`src/include/frame_defs.svh`:
```
`ifndef FRAME_DEFS_SVH
`define FRAME_DEFS_SVH

// data words per frame including the trigger word
`define FRAME_WORDS 16

// shared buffer depth in 64-bit words
`define MEM_DEPTH 64

// longest pre-trigger history a frame can carry
`define PRE_MAX 7

// top byte of the 64-bit header
`define HEADER_MARKER 8'hA5

// top byte of the 64-bit footer
`define FOOTER_MARKER 8'h5A

// header and footer both leave upper half first

`endif

```
`src/verilog/frame_pkg.sv`:
```
`include "frame_defs.svh"

package frame_pkg;

  // one buffer word, four adc samples in 16-bit lanes
  typedef logic [63:0] sampleWord_t;

  typedef logic [31:0] outWord_t;                         // output stream word
  typedef logic [$clog2(`MEM_DEPTH)-1:0] memAddr_t;       // 6 bits for 64 words
  typedef logic [47:0] timeStamp_t;                       // full timestamp
  typedef logic [$clog2(`PRE_MAX+1)-1:0] preLen_t;        // 0..7
  typedef logic [23:0] frameNum_t;                        // frame counter in header
  typedef logic [$clog2(`FRAME_WORDS):0] wordCnt_t;       // holds 0..16

  // capture side
  typedef enum logic [1:0] {
    FILL,   // building pre-trigger history
    ARMED,  // trigger accepted here only
    POST,   // writing post-trigger words
    HOLD    // frame owned by the reader
  } captureState_t;

  // reader side
  typedef enum logic [1:0] {
    IDLE, HEAD, DATA, FOOT
  } readerState_t;

endpackage

```
`src/verilog/frame_mem_if.sv`:
```
`timescale 1ns/100ps

// one client's path into the shared frame buffer
interface frame_mem_if;

  logic                   req;    // access wanted this cycle
  logic                   we;     // write when granted, else read
  frame_pkg::memAddr_t    addr;
  frame_pkg::sampleWord_t wdata;
  logic                   grant;  // access done on this edge
  frame_pkg::sampleWord_t rdata;  // valid one cycle after granted read

  // capture or reader side
  modport client (
    output req,
    output we,
    output addr,
    output wdata,
    input  grant,
    input  rdata
  );

  // buffer side
  modport arbiter (
    input  req,
    input  we,
    input  addr,
    input  wdata,
    output grant,
    output rdata
  );

endinterface

```
`src/verilog/frame_capture.sv`:
```
`timescale 1ns/100ps
`include "frame_defs.svh"

module frame_capture (
  input  logic                   RD_CLK,
  input  logic                   RD_RESETN,
  input  frame_pkg::preLen_t     preLen,       // pre-trigger words per frame
  input  logic                   sampleValid,
  input  logic                   trigger,      // qualified by the sample handshake
  input  frame_pkg::sampleWord_t sampleData,
  input  frame_pkg::timeStamp_t  timeStamp,
  output logic                   sampleReady,
  input  logic                   readerBusy,
  output logic                   frameDone,    // one-cycle pulse
  output frame_pkg::memAddr_t    frameStart,   // first pre-trigger word
  output frame_pkg::timeStamp_t  frameStamp,   // trigger sample's time
  frame_mem_if.client            mem
);

  frame_pkg::captureState_t state;
  frame_pkg::memAddr_t      wrAddr;    // next history slot with natural wrap
  frame_pkg::preLen_t       histCnt;   // saturating count of words since last frame
  frame_pkg::wordCnt_t      postCnt;   // post-trigger words still to write
  logic                     busySeen;  // reader has picked the frame up
  logic                     wrote;
  logic                     trigHit;

  // samples are dropped while a frame waits for or sits in the reader
  assign sampleReady = (state != frame_pkg::HOLD) & ~readerBusy;

  assign mem.req   = sampleValid & sampleReady;
  assign mem.we    = sampleValid & sampleReady;  // capture only writes
  assign mem.addr  = wrAddr;
  assign mem.wdata = sampleData;

  assign wrote   = mem.req & mem.grant;
  assign trigHit = wrote & trigger & (state == frame_pkg::ARMED);

  always_ff @(posedge RD_CLK) begin
    if (!RD_RESETN) begin
      state     <= frame_pkg::FILL;
      wrAddr    <= '0;
      histCnt   <= '0;
      postCnt   <= '0;
      busySeen  <= 1'b0;
      frameDone <= 1'b0;
    end else begin
      frameDone <= 1'b0;
      if (wrote) wrAddr <= wrAddr + 1'b1;  // natural wrap at MEM_DEPTH
      case (state)
        frame_pkg::FILL: begin
          if (wrote && histCnt != frame_pkg::preLen_t'(`PRE_MAX)) begin
            histCnt <= histCnt + 1'b1;
          end
          if (histCnt >= preLen) state <= frame_pkg::ARMED;  // enough history
        end
        frame_pkg::ARMED: begin
          if (trigHit) begin
            // trigger word is written so count only the rest
            postCnt <= frame_pkg::wordCnt_t'(`FRAME_WORDS - 1)
                       - frame_pkg::wordCnt_t'(preLen);
            state   <= frame_pkg::POST;
          end
        end
        frame_pkg::POST: begin
          if (wrote) begin
            postCnt <= postCnt - 1'b1;
            if (postCnt == frame_pkg::wordCnt_t'(1)) begin
              state     <= frame_pkg::HOLD;
              frameDone <= 1'b1;  // cycle after the last write
            end
          end
        end
        frame_pkg::HOLD: begin
          // busy rises a cycle after frameDone and its fall ends the hold
          if (readerBusy) begin
            busySeen <= 1'b1;
          end else if (busySeen) begin
            busySeen <= 1'b0;
            histCnt  <= '0;  // fresh history for the next frame
            state    <= frame_pkg::FILL;
          end
        end
        default: state <= frame_pkg::FILL;
      endcase
    end
  end

  // frame descriptor updated only on an accepted trigger
  always_ff @(posedge RD_CLK) begin
    if (trigHit) begin
      frameStart <= wrAddr - frame_pkg::memAddr_t'(preLen);
      frameStamp <= timeStamp;
    end
  end

  // reader must pick up every finished frame
  busyFollowsDone: assert property (@(posedge RD_CLK) disable iff (!RD_RESETN)
    frameDone |=> readerBusy);

endmodule

```
`src/flat_wrapper.sv`:
```
// flat-port wrapper written by rule: the top's interface ports become plain ports
module frame_capture_flat 
  (RD_CLK, RD_RESETN, preLen, sampleValid, trigger, sampleData, timeStamp, sampleReady, readerBusy, frameDone, frameStart, frameStamp, mem_req, mem_we, mem_addr, mem_wdata, mem_grant, mem_rdata);
  frame_mem_if mem_i ();
  input  logic RD_CLK;
  input  logic RD_RESETN;
  input  frame_pkg::preLen_t preLen;
  input  logic sampleValid;
  input  logic trigger;
  input  frame_pkg::sampleWord_t sampleData;
  input  frame_pkg::timeStamp_t timeStamp;
  output logic sampleReady;
  input  logic readerBusy;
  output logic frameDone;
  output frame_pkg::memAddr_t frameStart;
  output frame_pkg::timeStamp_t frameStamp;
  output wire logic [$bits(mem_i.req)-1:0] mem_req;
  output wire logic [$bits(mem_i.we)-1:0] mem_we;
  output wire logic [$bits(mem_i.addr)-1:0] mem_addr;
  output wire logic [$bits(mem_i.wdata)-1:0] mem_wdata;
  input wire logic [$bits(mem_i.grant)-1:0] mem_grant;
  input wire logic [$bits(mem_i.rdata)-1:0] mem_rdata;
  assign mem_req = mem_i.req;
  assign mem_we = mem_i.we;
  assign mem_addr = mem_i.addr;
  assign mem_wdata = mem_i.wdata;
  assign mem_i.grant = mem_grant;
  assign mem_i.rdata = mem_rdata;
  frame_capture u_core (.RD_CLK(RD_CLK), .RD_RESETN(RD_RESETN), .preLen(preLen), .sampleValid(sampleValid), .trigger(trigger), .sampleData(sampleData), .timeStamp(timeStamp), .sampleReady(sampleReady), .readerBusy(readerBusy), .frameDone(frameDone), .frameStart(frameStart), .frameStamp(frameStamp), .mem(mem_i));
endmodule
```
`config.mk`:
```
export PLATFORM = sky130hd
export DESIGN_NAME = frame_capture_flat
export DESIGN_NICKNAME = d
export VERILOG_FILES = /design/src/verilog/frame_pkg.sv /design/src/verilog/frame_mem_if.sv /design/src/verilog/frame_capture.sv /design/src/flat_wrapper.sv
export VERILOG_INCLUDE_DIRS = /design/src /design/src/include
export SDC_FILE = /design/constraint.sdc
export NUM_CORES = 1
export LEC_CHECK = 0
export ABC_AREA = 1
export BUFFER_PORTS_ARGS = -buffer_cell sky130_fd_sc_hd__buf_4
export CAP_MARGIN = 10
export CORE_AREA = 2 2 123 125
export CTS_CLUSTER_DIAMETER = 200
export DETAILED_ROUTE_END_ITERATION = 8
export DIE_AREA = 0 0 125 127
export PLACE_DENSITY = 0.57
export SLEW_MARGIN = 25
export SYNTH_ARGS = -nofsm -noshare
export SYNTH_HDL_FRONTEND = slang
export SYNTH_SLANG_ARGS = --single-unit
```
`constraint.sdc`:
```
create_clock -name RD_CLK -period 10.34 [get_ports RD_CLK]
set_clock_uncertainty 0.05 [all_clocks]
set_input_delay 0.517 -clock RD_CLK [delete_from_list [all_inputs] [get_ports RD_CLK]]
set_output_delay 0.517 -clock RD_CLK [all_outputs]
set_load 0.02 [all_outputs]
```
==> results.yml <==
synthesis:
  synth_ff_type: "edfxtp_1"
  ys_types: 28
  netlist.area_leader.share_pct: 48.11
  syn-instance-count: 295
  synth.largest_area_cell: "edfxtp_1"
  seq_area_frac_synth_pct: 58.80
  synth_top_cells_by_area: "edfxtp_1 (48%), buf_4 (15%), dfxtp_1 (11%)"
  netlist_area_um2: 3371
  async_flop_share_pct: 0
  synth_area_per_cell_um2: 11.43
  ys_ff_latch: 72
  yosysMostFrequentCell: "buf_4"
  synth-edff-count: 54
  yosysWarnings: 0
  synth_nets: 497
  synth_common_cells: "buf_4 (66), edfxtp_1 (54), nand2_1 (31)"
floorplanning:
  coreArea_um2: 14420
  dieWidth_um: 125
  dieArea_um2: 15880
  ioPinCount: 313
  initial_core_util_pct: 23.37
  fp.dieH_um: 127
  std_cell_rows: 44
clock_tree:
  ctsResizeCount: 0
  cts_hold_buf: 0
  cts_tree: "built"
  htreeDepth: 3
  cts_buffer_depth: 2
  cts.clk_slew.worst_paths_ns: 0.06
  cts_setup_buffers: 0
  clockRootBuffer: "clkbuf_16"
  clk_latency_ns: 0.32
  numCtsBuffers: 9
  cts_sinks: 72
worst_setup_path:
  regToRegEndpoint: "u_core.frameStamp[24]$_DFFE_PP_"
  ff2ff_path_depth: 7
  start_kind: "flop"
  arrival_ns: 2.26
  cp.required_ns: 10.24
  path_max_fanout: 54
  critical_path_class: "reg2reg"
  cp-end-kind: "flop"
  r2r-start: "u_core.state[0]$_SDFFE_PN0P_"
  r2r_slack_ns: 7.98
finish:
  drive_gt1_share_pct: 40.22
  fin_area_um2: 4330
  diodes: 0
  instances_no_fill: 547
  nets: 560
  flow.area_growth_from_synthesis_pct: 28.47
  fin_util_pct: 30.02
grt:
  groute.layer.met3.usage_pct: 6.407
  use_met1_pct: 9.923
  antenna_found_initial: 0
  grt_pass1_vias: 2152
  grt_max_degree: 55
  grt_usage_pct: 10.61
  overflow: 0
  grt-busiest-layer: "met2"
  use_met2_pct: 18.86
  grt_pass1_wl_mm: 12.71
drt:
  drc: 0
  post_drt_via_cell_ratio: 4.082
  wl_per_cell_um: 16.23
  dr.pass1.iters: 6
  ant_nets: 0
  drtIter0Drc: 85
  wirelength_mm: 8.878
  vias: 2233
worst_hold_path:
  min_path_cells: 1
  min_path_type: "in2reg"
  hold_end: "u_core.frameStamp[14]$_DFFE_PP_"
  worstHoldStart: "timeStamp[14]"
sta:
  layout_setup_ws_ns: 7.980
  fmax_mhz: 423.6
  finalSetupViolCount: 0
  finalHoldViolCount: 0
  tightest_slew_ns: 0.6643
  finalCritPeriodShare_pct: 22.83
  fin_crit_ns: 2.360
  rsz0062_at_grt: "false"
  max_slew_margin_pct: 55.71
  whs_ns: 0.3163
  tns_ns: 0
  drv_slew: 0
placement:
  place.gp.congestion: 0.7933
  place_ws_ns: 7.887
  dp_hpwl_mm: 7.218
  dpl_cell_area_um2: 4003
  dp.cells: 531
  numPortBuffers: 120
pwr:
  powerDensity_nw_per_um2: 196.0
  p_leak_nw: 1.800
  max-vdd-ir-drop_mv: 0.08702
  p_total_mw: 0.8487
run_status:
  status: "finished clean"
run:
  max_cap_viol_count: 0
state kept, by name, indices dropped and copies added, names as in the netlist:
signal and flops:
u_core.postCnt 5, u_core.busySeen 1, u_core.frameStamp 48, u_core.state 2, u_core.frameDone 1, u_core.frameStart 6
u_core.mem.addr 6, u_core.histCnt 3
report_power, final:
part	total, mW	internal [mW]	switching, mW
Sequential	0.344	0.331	0.0133
Clock	0.336	0.214	0.123
Combinational	0.168	0.0677	0.101
how the worst max path moves through the flow:
stage	end	slack [ns]	from	cells after the start
2_1_floorplan	u_core.frameStamp[0]$_DFFE_PP_	6.47	u_core.state[0]$_SDFFE_PN0P_	6
6_report	u_core.frameStamp[24]$_DFFE_PP_	7.98	u_core.state[0]$_SDFFE_PN0P_	7
3_3_place_gp	u_core.frameStart[5]$_DFFE_PP_	7.90	readerBusy	7
3_5_place_dp	u_core.frameStart[5]$_DFFE_PP_	7.89	readerBusy	7
4_1_cts	u_core.frameStamp[24]$_DFFE_PP_	7.90	u_core.state[0]$_SDFFE_PN0P_	7
5_1_grt	u_core.frameStamp[24]$_DFFE_PP_	7.79	u_core.state[0]$_SDFFE_PN0P_	7
cells in the final DEF (no fill, tap or decap), drive strengths merged:
cell type  instances
buf              121
edfxtp            54
nand2             35
inv               31
nor2              19
dfxtp             18
ha                16
a21oi             15
o21ai             13
clkbuf             9
nand3              9
nand4              4
xnor2              3
nor3               3
o21a               2
bufinv             2
clkinv             2
xor2               1
nor3b              1
a31oi              1
a21boi             1
mux2i              1
fa                 1
clkinvlp           1
cell families (layout without fill, tap and decap cells):
logic type               after synthesis  count (layout)  synth area share (%)
AO/OA/AOI/OAI                         32              32                 5.123
XOR/XNOR                               4               4                 1.040
flip-flops                            72              72                 58.80
buffers and inverters                 98             166                 18.49
adder cells (fa/ha/maj)               17              17                 6.533
AND/OR/NAND/NOR                       71              71                 9.725
multiplexers                           1               1                0.2970
layer usage:
layer	wire length, µm	part of all wire (%)
met1	2928	33
met2	4478	50
met3	1267	14
met4	204	2.3
met5	0	0
critical path, cell delays in order (launching register included):
cell and delay (ns):
dfxtp_1 0.34, ha_1 0.29, nor2_2 0.14, nand3_2 0.24, inv_1 0.11, nand2_1 0.14, nor2_4 0.10, buf_4 0.54
area by class of cell:
type                       instances  area (µm²)
tap                              184       230.2
multi-input combinational        125       773.2
fill                            1457       10090
clock inverter                     7       102.6
inverter                          29       108.9
clock buffer                       9       225.2
timing repair buffer             121       908.4
sequential                        72        1982
No activity file was read; power rests on OpenSTA's default activity.
