**src/include/frame_defs.svh**
```systemverilog
`ifndef FRAME_DEFS_SVH
`define FRAME_DEFS_SVH

// data words per frame including the trigger word
`define FRAME_WORDS 16

// shared buffer depth in 64-bit words
`define MEM_DEPTH 64

// longest pre-trigger history a frame can carry
`define PRE_MAX 7

// top byte of the 64-bit header
`define HEADER_MARKER 8'hA5

// top byte of the 64-bit footer
`define FOOTER_MARKER 8'h5A

// header and footer both leave upper half first

`endif

```
**src/verilog/frame_pkg.sv**
```systemverilog
`include "frame_defs.svh"

package frame_pkg;

  // one buffer word, four adc samples in 16-bit lanes
  typedef logic [63:0] sampleWord_t;

  typedef logic [31:0] outWord_t;                         // output stream word
  typedef logic [$clog2(`MEM_DEPTH)-1:0] memAddr_t;       // 6 bits for 64 words
  typedef logic [47:0] timeStamp_t;                       // full timestamp
  typedef logic [$clog2(`PRE_MAX+1)-1:0] preLen_t;        // 0..7
  typedef logic [23:0] frameNum_t;                        // frame counter in header
  typedef logic [$clog2(`FRAME_WORDS):0] wordCnt_t;       // holds 0..16

  // capture side
  typedef enum logic [1:0] {
    FILL,   // building pre-trigger history
    ARMED,  // trigger accepted here only
    POST,   // writing post-trigger words
    HOLD    // frame owned by the reader
  } captureState_t;

  // reader side
  typedef enum logic [1:0] {
    IDLE, HEAD, DATA, FOOT
  } readerState_t;

endpackage

```
**src/verilog/frame_mem_if.sv**
```systemverilog
`timescale 1ns/100ps

// one client's path into the shared frame buffer
interface frame_mem_if;

  logic                   req;    // access wanted this cycle
  logic                   we;     // write when granted, else read
  frame_pkg::memAddr_t    addr;
  frame_pkg::sampleWord_t wdata;
  logic                   grant;  // access done on this edge
  frame_pkg::sampleWord_t rdata;  // valid one cycle after granted read

  // capture or reader side
  modport client (
    output req,
    output we,
    output addr,
    output wdata,
    input  grant,
    input  rdata
  );

  // buffer side
  modport arbiter (
    input  req,
    input  we,
    input  addr,
    input  wdata,
    output grant,
    output rdata
  );

endinterface

```
**src/verilog/frame_reader.sv**
```systemverilog
`timescale 1ns/100ps
`include "frame_defs.svh"

module frame_reader #(
  parameter int CHANNEL_ID = 0
) (
  input  logic                  RD_CLK,
  input  logic                  RD_RESETN,
  input  logic                  frameDone,
  input  frame_pkg::memAddr_t   frameStart,
  input  frame_pkg::timeStamp_t frameStamp,
  output logic                  readerBusy,
  output logic                  outValid,
  input  logic                  outReady,
  output frame_pkg::outWord_t   outData,
  frame_mem_if.client           mem
);

  frame_pkg::readerState_t state;
  frame_pkg::memAddr_t     rdAddr;     // next buffer word to fetch
  frame_pkg::wordCnt_t     issueCnt;   // granted reads this frame
  frame_pkg::wordCnt_t     sentCnt;    // data words fully sent
  frame_pkg::frameNum_t    frameNum;
  frame_pkg::sampleWord_t  stage [2];  // staging for words in flight
  logic [1:0]              stageCnt;
  logic                    wrPtr;      // staging write slot
  logic                    rdPtr;      // staging read slot
  logic                    inFlight;   // rdata lands this cycle
  logic                    half;       // low while the upper half is next
  logic                    lastOut;    // footer lower half sits on outData
  logic [63:0]             header;
  logic [63:0]             footer;
  logic [63:0]             item;       // 64-bit item now going out
  logic                    itemAvail;
  logic                    outFree;
  logic                    load;       // next half goes into outData
  logic                    itemDone;
  logic                    fetch;
  logic                    fetchGnt;
  logic                    push;
  logic                    pop;
  logic                    endOfFrame;

  assign header = {`HEADER_MARKER, 8'(CHANNEL_ID), frameNum, frameStamp[23:0]};
  assign footer = {`FOOTER_MARKER, frameStamp, 3'b000, sentCnt};

  // current 64-bit item and whether it is ready to go out
  always_comb begin
    case (state)
      frame_pkg::HEAD: begin
        item      = header;
        itemAvail = 1'b1;
      end
      frame_pkg::DATA: begin
        item      = stage[rdPtr];
        itemAvail = (stageCnt != 0);
      end
      frame_pkg::FOOT: begin
        item      = footer;
        itemAvail = ~lastOut;  // nothing left once the lower half is out
      end
      default: begin
        item      = header;
        itemAvail = 1'b0;
      end
    endcase
  end

  assign outFree    = ~outValid | outReady;  // output register can take a word
  assign load       = outFree & itemAvail;
  assign itemDone   = load & half;           // lower half leaving ends the item
  assign endOfFrame = outValid & outReady & lastOut;
  assign pop        = itemDone & (state == frame_pkg::DATA);
  assign push       = inFlight;

  // prefetch from the header on with at most two words outstanding
  assign fetch = (state == frame_pkg::HEAD || state == frame_pkg::DATA)
               && issueCnt != frame_pkg::wordCnt_t'(`FRAME_WORDS)
               && (stageCnt + {1'b0, inFlight}) < 2'd2;

  assign mem.req   = fetch;  // held with addr until grant
  assign mem.we    = 1'b0;
  assign mem.addr  = rdAddr;
  assign mem.wdata = '0;
  assign fetchGnt  = mem.req & mem.grant;

  always_ff @(posedge RD_CLK) begin
    if (!RD_RESETN) begin
      state <= frame_pkg::IDLE;
      readerBusy <= 1'b0;
      outValid <= 1'b0;
      half <= 1'b0;
      lastOut <= 1'b0;
      stageCnt <= '0;
      wrPtr <= 1'b0;
      rdPtr <= 1'b0;
      inFlight <= 1'b0;
      rdAddr <= '0;
      issueCnt <= '0;
      sentCnt <= '0;
      frameNum <= '0;
    end else begin
      inFlight <= fetchGnt;
      if (fetchGnt) begin
        rdAddr   <= rdAddr + 1'b1;  // wraps with the history
        issueCnt <= issueCnt + 1'b1;
      end
      if (push) wrPtr <= ~wrPtr;
      if (pop) begin
        rdPtr   <= ~rdPtr;
        sentCnt <= sentCnt + 1'b1;
      end
      stageCnt <= stageCnt + 2'(push) - 2'(pop);
      if (load) begin
        outValid <= 1'b1;
        half     <= ~half;
      end else if (outReady) begin
        outValid <= 1'b0;  // word taken with nothing behind it
      end
      case (state)
        frame_pkg::IDLE: if (frameDone) begin
          state      <= frame_pkg::HEAD;
          readerBusy <= 1'b1;
          rdAddr     <= frameStart;
          issueCnt   <= '0;
          sentCnt    <= '0;
        end
        frame_pkg::HEAD: if (itemDone) state <= frame_pkg::DATA;
        frame_pkg::DATA: begin
          if (pop && sentCnt == frame_pkg::wordCnt_t'(`FRAME_WORDS - 1)) state <= frame_pkg::FOOT;
        end
        frame_pkg::FOOT: begin
          if (itemDone) lastOut <= 1'b1;
          if (endOfFrame) begin  // second footer half transferred
            state      <= frame_pkg::IDLE;
            readerBusy <= 1'b0;
            lastOut    <= 1'b0;
            frameNum   <= frameNum + 1'b1;
          end
        end
        default: state <= frame_pkg::IDLE;
      endcase
    end
  end

  // payload registers
  always_ff @(posedge RD_CLK) begin
    if (push) stage[wrPtr] <= mem.rdata;
    if (load) outData <= half ? item[31:0] : item[63:32];  // upper half first
  end

  // a new frame must never arrive during a readout
  doneOnlyWhenIdle: assert property (@(posedge RD_CLK) disable iff (!RD_RESETN)
    frameDone |-> state == frame_pkg::IDLE);

endmodule
```
**src/flat_wrapper.sv**
```systemverilog
// flat-port wrapper written by rule: the top's interface ports become plain ports
module frame_reader_flat 
#(
  parameter int CHANNEL_ID = 0
)
  (RD_CLK, RD_RESETN, frameDone, frameStart, frameStamp, readerBusy, outValid, outReady, outData, mem_req, mem_we, mem_addr, mem_wdata, mem_grant, mem_rdata);
  frame_mem_if mem_i ();
  input  logic RD_CLK;
  input  logic RD_RESETN;
  input  logic frameDone;
  input  frame_pkg::memAddr_t frameStart;
  input  frame_pkg::timeStamp_t frameStamp;
  output logic readerBusy;
  output logic outValid;
  input  logic outReady;
  output frame_pkg::outWord_t outData;
  output wire logic [$bits(mem_i.req)-1:0] mem_req;
  output wire logic [$bits(mem_i.we)-1:0] mem_we;
  output wire logic [$bits(mem_i.addr)-1:0] mem_addr;
  output wire logic [$bits(mem_i.wdata)-1:0] mem_wdata;
  input wire logic [$bits(mem_i.grant)-1:0] mem_grant;
  input wire logic [$bits(mem_i.rdata)-1:0] mem_rdata;
  assign mem_req = mem_i.req;
  assign mem_we = mem_i.we;
  assign mem_addr = mem_i.addr;
  assign mem_wdata = mem_i.wdata;
  assign mem_i.grant = mem_grant;
  assign mem_i.rdata = mem_rdata;
  frame_reader #(.CHANNEL_ID(CHANNEL_ID)) u_core (.RD_CLK(RD_CLK), .RD_RESETN(RD_RESETN), .frameDone(frameDone), .frameStart(frameStart), .frameStamp(frameStamp), .readerBusy(readerBusy), .outValid(outValid), .outReady(outReady), .outData(outData), .mem(mem_i));
endmodule
```
**config.mk**
```make
export PLATFORM = sky130hd
export DESIGN_NAME = frame_reader_flat
export DESIGN_NICKNAME = d
export VERILOG_FILES = /design/src/verilog/frame_pkg.sv /design/src/verilog/frame_mem_if.sv /design/src/verilog/frame_reader.sv /design/src/flat_wrapper.sv
export VERILOG_INCLUDE_DIRS = /design/src /design/src/include
export SDC_FILE = /design/constraint.sdc
export NUM_CORES = 1
export LEC_CHECK = 0
export ABC_AREA = 1
export BUFFER_PORTS_ARGS = -buffer_cell sky130_fd_sc_hd__buf_4
export CAP_MARGIN = 40
export CORE_MARGIN = 2
export CORE_UTILIZATION = 38
export CTS_CLUSTER_SIZE = 14
export DETAILED_ROUTE_END_ITERATION = 6
export REMOVE_ABC_BUFFERS = 1
export SKIP_LAST_GASP = 1
export SYNTH_ARGS = -nofsm -noshare
export SYNTH_HDL_FRONTEND = slang
export SYNTH_SLANG_ARGS = --single-unit
```
**constraint.sdc**
```tcl
create_clock -name RD_CLK -period 4.15 [get_ports RD_CLK]
set_clock_uncertainty 0.05 [all_clocks]
set_input_delay 0.415 -clock RD_CLK [delete_from_list [all_inputs] [get_ports RD_CLK]]
set_output_delay 0.415 -clock RD_CLK [all_outputs]
set_load 0.1 [all_outputs]
```
==> flow_summary_export.csv, run 1 <==
group,metric,value,unit
critical_path,path_class,"flop to flop",
logic_synthesis,synth-edff-count,160,
sta,slew_headroom,0.459,
grt,grtUsageMet3,0.0306,
clocking,cts_made_buffers,24,
power_and_ir_drop,internal_power,4.73,mW
finish,syn_to_final_growth,21.6,%
critical_path,endpoint_kind,"flop",
finish,drive_above_1_share,0.195,
grt,grtUsageTotal,0.186,
floorplanning,coreArea,25200,sq um
clocking,cts_resized,0,
clocking,insertion_delay,0.52,ns
clocking,cts_sinks,212,
floorplanning,rows,58,
sta,period_needed,2.99,ns
status,status,"finished, final reports clean",
worst_hold_path,holdCritStartpoint,"mem_rdata[17]",
detailed_routing,firstDrtPassIters,4,
floorplanning,die_area,26900,sq um
power_and_ir_drop,switching_share,0.448,
finish,stdcell_area,11800,sq um
logic_synthesis,synth_cell_type_count,38,
power_and_ir_drop,p_clk_frac,0.235,
detailed_routing,drc,0,
grt,gr-usage-met1,0.251,
logic_synthesis,synth_cells,988,
placement,dpl.hpwl,16.9,mm
clocking,clk_pin_slew_worst_paths,0.06,ns
logic_synthesis,syn_area,9740,sq um
sta,hold-worst-slack,0.0245,ns
detailed_routing,wl_per_cell,17.0,um
sta,finalSetupViolations,0,
clocking,clockRootBuffer,"clkbuf_16",
grt,grt.busiest_layer,"met2",
worst_hold_path,worstHoldPathType,"input pin to flop",
clocking,ctsHoldBuffers,0,
critical_path,slowest_stage,"nor2_1",
flow_run,max_cap_viol_count,0,
finish,final.fill_count,2359,
floorplanning,die_w,164,um
power_and_ir_drop,ir_drop,498,uV
worst_hold_path,min_to,"u_core.stage[1][17]$_DFFE_PP_",
grt,grt_remaining_overflow,0,
logic_synthesis,synth_top_area_share,0.493,
logic_synthesis,ys.flop_type,"edfxtp_1",
sta,tns,0,ns
critical_path,path_cells,"inv_1 -> ha_2 -> buf_4 -> o21ai_0 -> nand2_1 -> nand4_1 -> nor2_1 -> ha_1 -> inv_1 -> o21ai_0 -> a21oi_1",
detailed_routing,vias,7380,
detailed_routing,viasPerCell,4.95,
power_and_ir_drop,p_leak,4.64,nW
detailed_routing,drt_wl_total,25.4,mm
sta,final_max_slew_viol_count,0,
sta,tightest_slew,0.806,ns
placement,placed_cells,1448,
sta,fin_crit_sh,0.719,
logic_synthesis,synth-seq-cells,212,
logic_synthesis,synth_area_leaders,"edfxtp_1 49%, dfxtp_1 11%, nor2_1 6.5%",
worst_hold_path,hold_depth,1,
detailed_routing,ant_nets,0,
grt,grt_max_degree,65,
grt,grt_pass1_wl,38.7,mm
critical_path,worst-r2r-cell-count,11,
logic_synthesis,synthArstFlopShare,0,
floorplanning,start_util,0.387,
grt,antenna_found_initial,0,
sta,hold_viol,0,
logic_synthesis,yosysSeqAreaShare,0.600,
clocking,cts_buffer_depth,3,
critical_path,rrSetupSlack,1.16,ns
clocking,postCtsSetupBuffers,0,
finish,diodes,0,
clocking,cts_tree,"yes",
power_and_ir_drop,power_frac_seq,0.341,
sta,worst_slack,1.16,ns
detailed_routing,drtIter0Drc,534,
sta,rsz0062_at_grt,"no",
finish,final-instance-count-excl-fill,1492,
power_and_ir_drop,combPwrFrac,0.424,
placement,place_congestion,0.836,
placement,placed_area,11100,sq um
critical_path,path_depth,11,
logic_synthesis,synth_warnings,0,
grt,grt_use_met2,0.313,
grt,grt_pass1_vias,6991,
power_and_ir_drop,switching_power,3.84,mW
critical_path,critical-path-top-delay-family,"simple AND/OR/NAND/NOR gates",
finish,fin_nets,1280,
sta,fmax,335,MHz
floorplanning,pin_count,229,
critical_path,rr_startpoint,"u_core.state[0]$_SDFFE_PN0P_",
floorplanning,dieHeight,164,um
critical_path,cp-start-kind,"flop",
power_and_ir_drop,p_per_area,724,nW/um^2
critical_path,slowest_delay,0.60,ns
critical_path,cp.required,4.50,ns
critical_path,worstReg2RegEnd,"u_core.stageCnt[1]$_SDFF_PN0_",
logic_synthesis,avgSynthCellArea,9.86,sq um
critical_path,worst-path-buf-inv,3,
placement,portBuffers,163,
logic_synthesis,yosysTopAreaCell,"edfxtp_1",
critical_path,arrival,3.33,ns
placement,post-place-ws,1.20,ns
critical_path,path_max_fanout,25,
clocking,cts.htree.levels,1,
power by group through the flow:
| stage | registers, mW | clock network [mW] | logic, mW |
|---|---|---|---|
| floorplan | 4.28 | 0 | 1.31 |
| global placement | 2.97 | 0 | 3.58 |
| detailed placement | 2.97 | 0 | 3.65 |
| CTS | 2.93 | 2.05 | 3.66 |
| global route | 2.95 | 2.14 | 3.87 |
| finish | 2.93 | 2.01 | 3.63 |
metrics by stage:
stage	util	power (mW)
2_1_floorplan	-	5.59
3_3_place_gp	0.439	6.55
3_5_place_dp	0.441	6.62
4_1_cts	0.470	8.64
5_1_grt	0.470	8.96
6_report	0.470	8.57
cells in the final DEF (no fill, tap or decap), types with 3 or more instances in the layout:
cell,instances
xor2_1,6
nor2_1,166
a31oi_1,8
ha_1,11
nand2_1,117
dfxtp_1,51
inv_2,6
o21ai_0,83
edfxtp_1,160
o22ai_1,11
clkinv_1,8
nand2_2,4
a21oi_1,83
o21ai_1,8
conb_1,65
nor3_1,23
nor2_4,5
clkbuf_16,24
xnor2_1,3
buf_4,174
nand3_1,23
inv_1,62
a32oi_1,21
clkbuf_1,10
nand4_1,5
layout make-up:
| cell class | count | area (sq um) | area share |
|---|---|---|---|
| Timing Repair Buffer | 176 | 1360 | 0.115 |
| Clock buffer | 34 | 638 | 0.0539 |
| Tap cell | 330 | 413 | 0.0349 |
| Sequential cell | 212 | 5850 | 0.494 |
| Inverter | 70 | 263 | 0.0222 |
| Clock inverter | 10 | 104 | 0.00877 |
| Multi-Input combinational cell | 660 | 3220 | 0.272 |
Yosys cell counts, drive strengths merged (3+ instances only):
| cell type | number |
|---|---|
| nor2 | 172 |
| edfxtp | 160 |
| nand2 | 122 |
| o21ai | 91 |
| a21oi | 83 |
| buf | 81 |
| inv | 68 |
| dfxtp | 52 |
| clkbuf | 29 |
| nor3 | 25 |
| nand3 | 24 |
| a32oi | 21 |
| ha | 13 |
| o22ai | 11 |
| a31oi | 8 |
| xor2 | 6 |
| nand4 | 5 |
| xnor2 | 3 |
flip-flops by register name (all words and copies together) (netlist names), 2 cells and up, named ones only:
name / flops
u_core.state: 2
u_core.stage: 128
u_core.outData: 32
u_core.sentCnt: 5
u_core.stageCnt: 2
u_core.frameNum: 24
u_core.mem.addr: 6
u_core.issueCnt: 5
logic make-up (layout without fill, tap and decap cells):
group	Yosys count	after routing	synth area share
AO/OA/AOI/OAI	221	221	0.126
XOR/XNOR	9	9	0.00809
adder cells (fa/ha/maj)	13	13	0.0167
buffers and inverters	180	290	0.0965
flip-flops	212	212	0.600
other	1	65	0.000385
AND/OR/NAND/NOR	352	352	0.152
worst max path at each step:
stage	startpoint	end	slack (ns)
6_report	u_core.state[0]$_SDFFE_PN0P_	u_core.stageCnt[1]$_SDFF_PN0_	1.16
4_1_cts	u_core.state[0]$_SDFFE_PN0P_	u_core.stageCnt[1]$_SDFF_PN0_	1.21
5_1_grt	u_core.state[0]$_SDFFE_PN0P_	u_core.stageCnt[1]$_SDFF_PN0_	0.84
3_5_place_dp	u_core.state[0]$_SDFFE_PN0P_	u_core.stageCnt[1]$_SDFF_PN0_	1.20
2_1_floorplan	u_core.state[0]$_SDFFE_PN0P_	u_core.outData[0]$_DFFE_PN_	0.47
3_3_place_gp	u_core.state[0]$_SDFFE_PN0P_	u_core.stageCnt[1]$_SDFF_PN0_	1.30
routing by layer:
metal	share of wire	routed length (um)	vias up
met4	0.023	580	0
li1	-	-	3595
met3	0.062	1570	50
met1	0.44	11100	3469
met2	0.48	12200	266
met5	0	0	-
Note: power is estimated with default switching activity, not from simulation.
==> run 2: changes to the inputs <==
--- a/config.mk
+++ b/config.mk
@@ -6,7 +6,7 @@
 export SDC_FILE = /design/constraint.sdc
 export NUM_CORES = 1
 export LEC_CHECK = 0
-export ABC_AREA = 1
+export ABC_AREA = 0
 export BUFFER_PORTS_ARGS = -buffer_cell sky130_fd_sc_hd__buf_4
 export CAP_MARGIN = 40
 export CORE_MARGIN = 2
==> constraint.sdc (replaced) <==
create_clock -name RD_CLK -period 2.8 [get_ports RD_CLK]
set_clock_uncertainty 0.05 [all_clocks]
set_input_delay 0.28 -clock RD_CLK [delete_from_list [all_inputs] [get_ports RD_CLK]]
set_output_delay 0.28 -clock RD_CLK [all_outputs]
set_load 0.1 [all_outputs]
==> run 2 against run 1 <==
Compared with the run above: worst hold slack worse by 0.011 ns; sequential power rose by 44%; core utilization increased by 3.0 points; clock power up 57%; largest cell class unchanged; largest power group unchanged.
==> flow_summary_export.csv, run 2 <==
group,metric,value,unit
status,status,"finished, final reports clean",
floorplanning,dieHeight,164,um
grt,grt_pass1_wl,34.7,mm
power_and_ir_drop,power_frac_seq,0.355,
placement,place_congestion,0.768,
logic_synthesis,synth_top_area_share,0.495,
detailed_routing,wl_per_cell,17.1,um
clocking,cts.htree.levels,1,
grt,antenna_found_initial,0,
floorplanning,start_util,0.386,
sta,fin_crit_sh,0.870,
detailed_routing,vias,6645,
power_and_ir_drop,p_leak,4.63,nW
detailed_routing,firstDrtPassIters,5,
grt,grt.busiest_layer,"met2",
critical_path,path_class,"flop to output pin",
detailed_routing,drt_wl_total,22.7,mm
power_and_ir_drop,ir_drop,586,uV
sta,period_needed,2.44,ns
clocking,insertion_delay,0.51,ns
clocking,cts_buffer_depth,3,
flow_run,max_cap_viol_count,0,
logic_synthesis,synth_common_cells,"160 x edfxtp_1, 69 x buf_4, 64 x mux2_2",
clocking,cts_tree,"yes",
placement,dpl.hpwl,14.6,mm
logic_synthesis,avgSynthCellArea,12.8,sq um
power_and_ir_drop,internal_power,6.96,mW
logic_synthesis,yosysMostFrequentCell,"edfxtp_1",
floorplanning,pin_count,229,
grt,grtUsageMet3,0.0293,
detailed_routing,drc,0,
power_and_ir_drop,combPwrFrac,0.380,
power_and_ir_drop,p_per_area,947,nW/um^2
sta,tightest_slew,0.527,ns
placement,placed_cells,1216,
logic_synthesis,synth-edff-count,160,
finish,final_cell_mix,"171 x buf_4, 160 x edfxtp_1, 69 x dlygate4sd3_1, 65 x conb_1, 64 x mux2_2",
logic_synthesis,synth_area_leaders,"edfxtp_1 50%, dfxtp_1 11%, mux2_2 7.4%",
power_and_ir_drop,switching_power,4.94,mW
power_and_ir_drop,totalPowerFinal,11.9,mW
floorplanning,coreArea,25100,sq um
logic_synthesis,syn_area,9700,sq um
floorplanning,die_area,26800,sq um
logic_synthesis,yosysSeqAreaShare,0.602,
power_and_ir_drop,switching_share,0.415,
finish,fin_nets,1117,
worst_hold_path,worstHoldPathType,"input pin to flop",
logic_synthesis,yosysTopAreaCell,"edfxtp_1",
sta,final_max_slew_viol_count,0,
finish,stdcell_area,12600,sq um
placement,post-place-ws,0.498,ns
finish,final-instance-count-excl-fill,1329,
sta,fmax,410,MHz
sta,rsz0062_at_grt,"no",
logic_synthesis,synth_cell_type_count,49,
sta,worst_slack,0.364,ns
sta,hold_viol,0,
finish,largestRegisters,"u_core.stage (128), u_core.outData (32), u_core.frameNum (24)",
detailed_routing,drtIter0Drc,501,
clocking,postCtsSetupBuffers,0,
critical_path,cp-start-kind,"flop",
floorplanning,rows,58,
critical_path,path_max_fanout,8,
grt,grt_pass1_vias,6575,
finish,drive_above_1_share,0.288,
sta,finalSetupViolations,0,
finish,layout_commonest_cell,"buf_4",
finish,largest_register,"u_core.stage",
detailed_routing,ant_nets,0,
detailed_routing,viasPerCell,5.00,
finish,diodes,0,
grt,grt_max_degree,66,
clocking,cts_made_buffers,24,
critical_path,endpoint_kind,"output pin",
grt,grt_use_met2,0.277,
finish,largest_reg_flops,128,
finish,syn_to_final_growth,29.5,%
clocking,clockRootBuffer,"clkbuf_16",
logic_synthesis,synthArstFlopShare,0,
critical_path,arrival,2.11,ns
floorplanning,die_w,164,um
placement,portBuffers,163,
grt,gr-usage-met1,0.226,
grt,grt_remaining_overflow,0,
power_and_ir_drop,p_clk_frac,0.265,
placement,placed_area,11100,sq um
logic_synthesis,synth_cells,757,
logic_synthesis,synth-seq-cells,212,
logic_synthesis,synth_warnings,0,
critical_path,cp.required,2.47,ns
sta,slew_headroom,0.646,
sta,hold-worst-slack,0.0131,ns
clocking,cts_sinks,212,
clocking,clk_pin_slew_worst_paths,0.06,ns
grt,grtUsageTotal,0.165,
logic_synthesis,ys.flop_type,"edfxtp_1",
## run 2: changes by cell type in the layout (fill, tap and decap cells not counted), moves of 17 or more
cell	before	now
a32oi_1	21	1
a31oi_1	8	31
o21ai_0	83	17
a21oi_1	83	17
nor3_1	23	6
dlygate4sd3_1	0	69
mux2_2	0	64
inv_1	62	7
a22oi_1	0	31
a211oi_1	1	21
nand2_1	117	51
nor2_1	166	11
and2_1	0	23
## run 2: what timing repair did
action                                  in CTS  in global routing
endpoints found under the hold margin      133                  0
hold buffers                                69                  0
gates resized for setup                      0                  0
endpoints found under the setup margin       0                  0
## run 2: worst max-delay path, cell delays in order (launching register included)
cell and delay (ns):
dfxtp_1 0.52, inv_1 0.14, ha_1 0.38, nand2_1 0.13, nor2_1 0.13, buf_4 0.30
## run 2: final cells by class
cell class                 count  area (sq um)
sequential                   212          5850
timing repair buffer         245          2070
inverter                       7          26.3
fill                        2266         12500
clock buffer                  33           666
clock inverter                11           138
multi-input combinational    491          3400
tap                          330           413
## run 2: worst paths after layout
check                                startpoint                       endpoint  slack (ns)  cells after the start
setup / recovery   u_core.state[1]$_SDFFE_PN0P_                        mem_req        0.36                      5
hold / removal                    frameStart[3]  u_core.mem.addr[3]$_SDFF_PN0_        0.01                      3
setup reg to reg   u_core.state[1]$_SDFFE_PN0P_  u_core.stageCnt[1]$_SDFF_PN0_        0.46                      7
hold reg to reg   u_core.issueCnt[4]$_SDFF_PN0_  u_core.issueCnt[4]$_SDFF_PN0_        0.44                      2
## run 2: cell families (layout without fill, tap and decap cells)
logic type | after synthesis | after routing | synth area share
buf+inv | 118 | 296 | 0.0747
xor+xnor | 31 | 31 | 0.0280
compound gates | 153 | 153 | 0.111
mux | 67 | 67 | 0.0774
other cells | 1 | 65 | 0.000386
fa+ha+maj | 13 | 13 | 0.0168
simple gates | 162 | 162 | 0.0896
flops | 212 | 212 | 0.602
## run 2: metrics by stage
| stage | utilization | TNS, ns |
|---|---|---|
| final | 0.500 | 0 |
| after global routing | 0.500 | 0 |
| after CTS | 0.500 | 0 |
| after detailed placement | 0.441 | 0 |
| after global placement | 0.441 | 0 |
| after floorplan | - | -150.39 |
## run 2: metal layers
| metal | routed length [um] | share of wire |
|---|---|---|
| met1 | 9910 | 0.44 |
| met3 | 1620 | 0.071 |
| met4 | 353 | 0.016 |
| met2 | 10800 | 0.48 |
| met5 | 0 | 0 |
## run 2: power by group through the flow
| stage | combinational (mW) | sequential [mW] | clock [mW] |
|---|---|---|---|
| final | 4.52 | 4.22 | 3.16 |
| after global routing | 4.75 | 4.27 | 3.37 |
| after CTS | 4.55 | 4.23 | 3.25 |
| after detailed placement | 4.47 | 4.28 | 0 |
| after global placement | 4.43 | 4.29 | 0 |
| after floorplan | 1.32 | 6.35 | 0 |
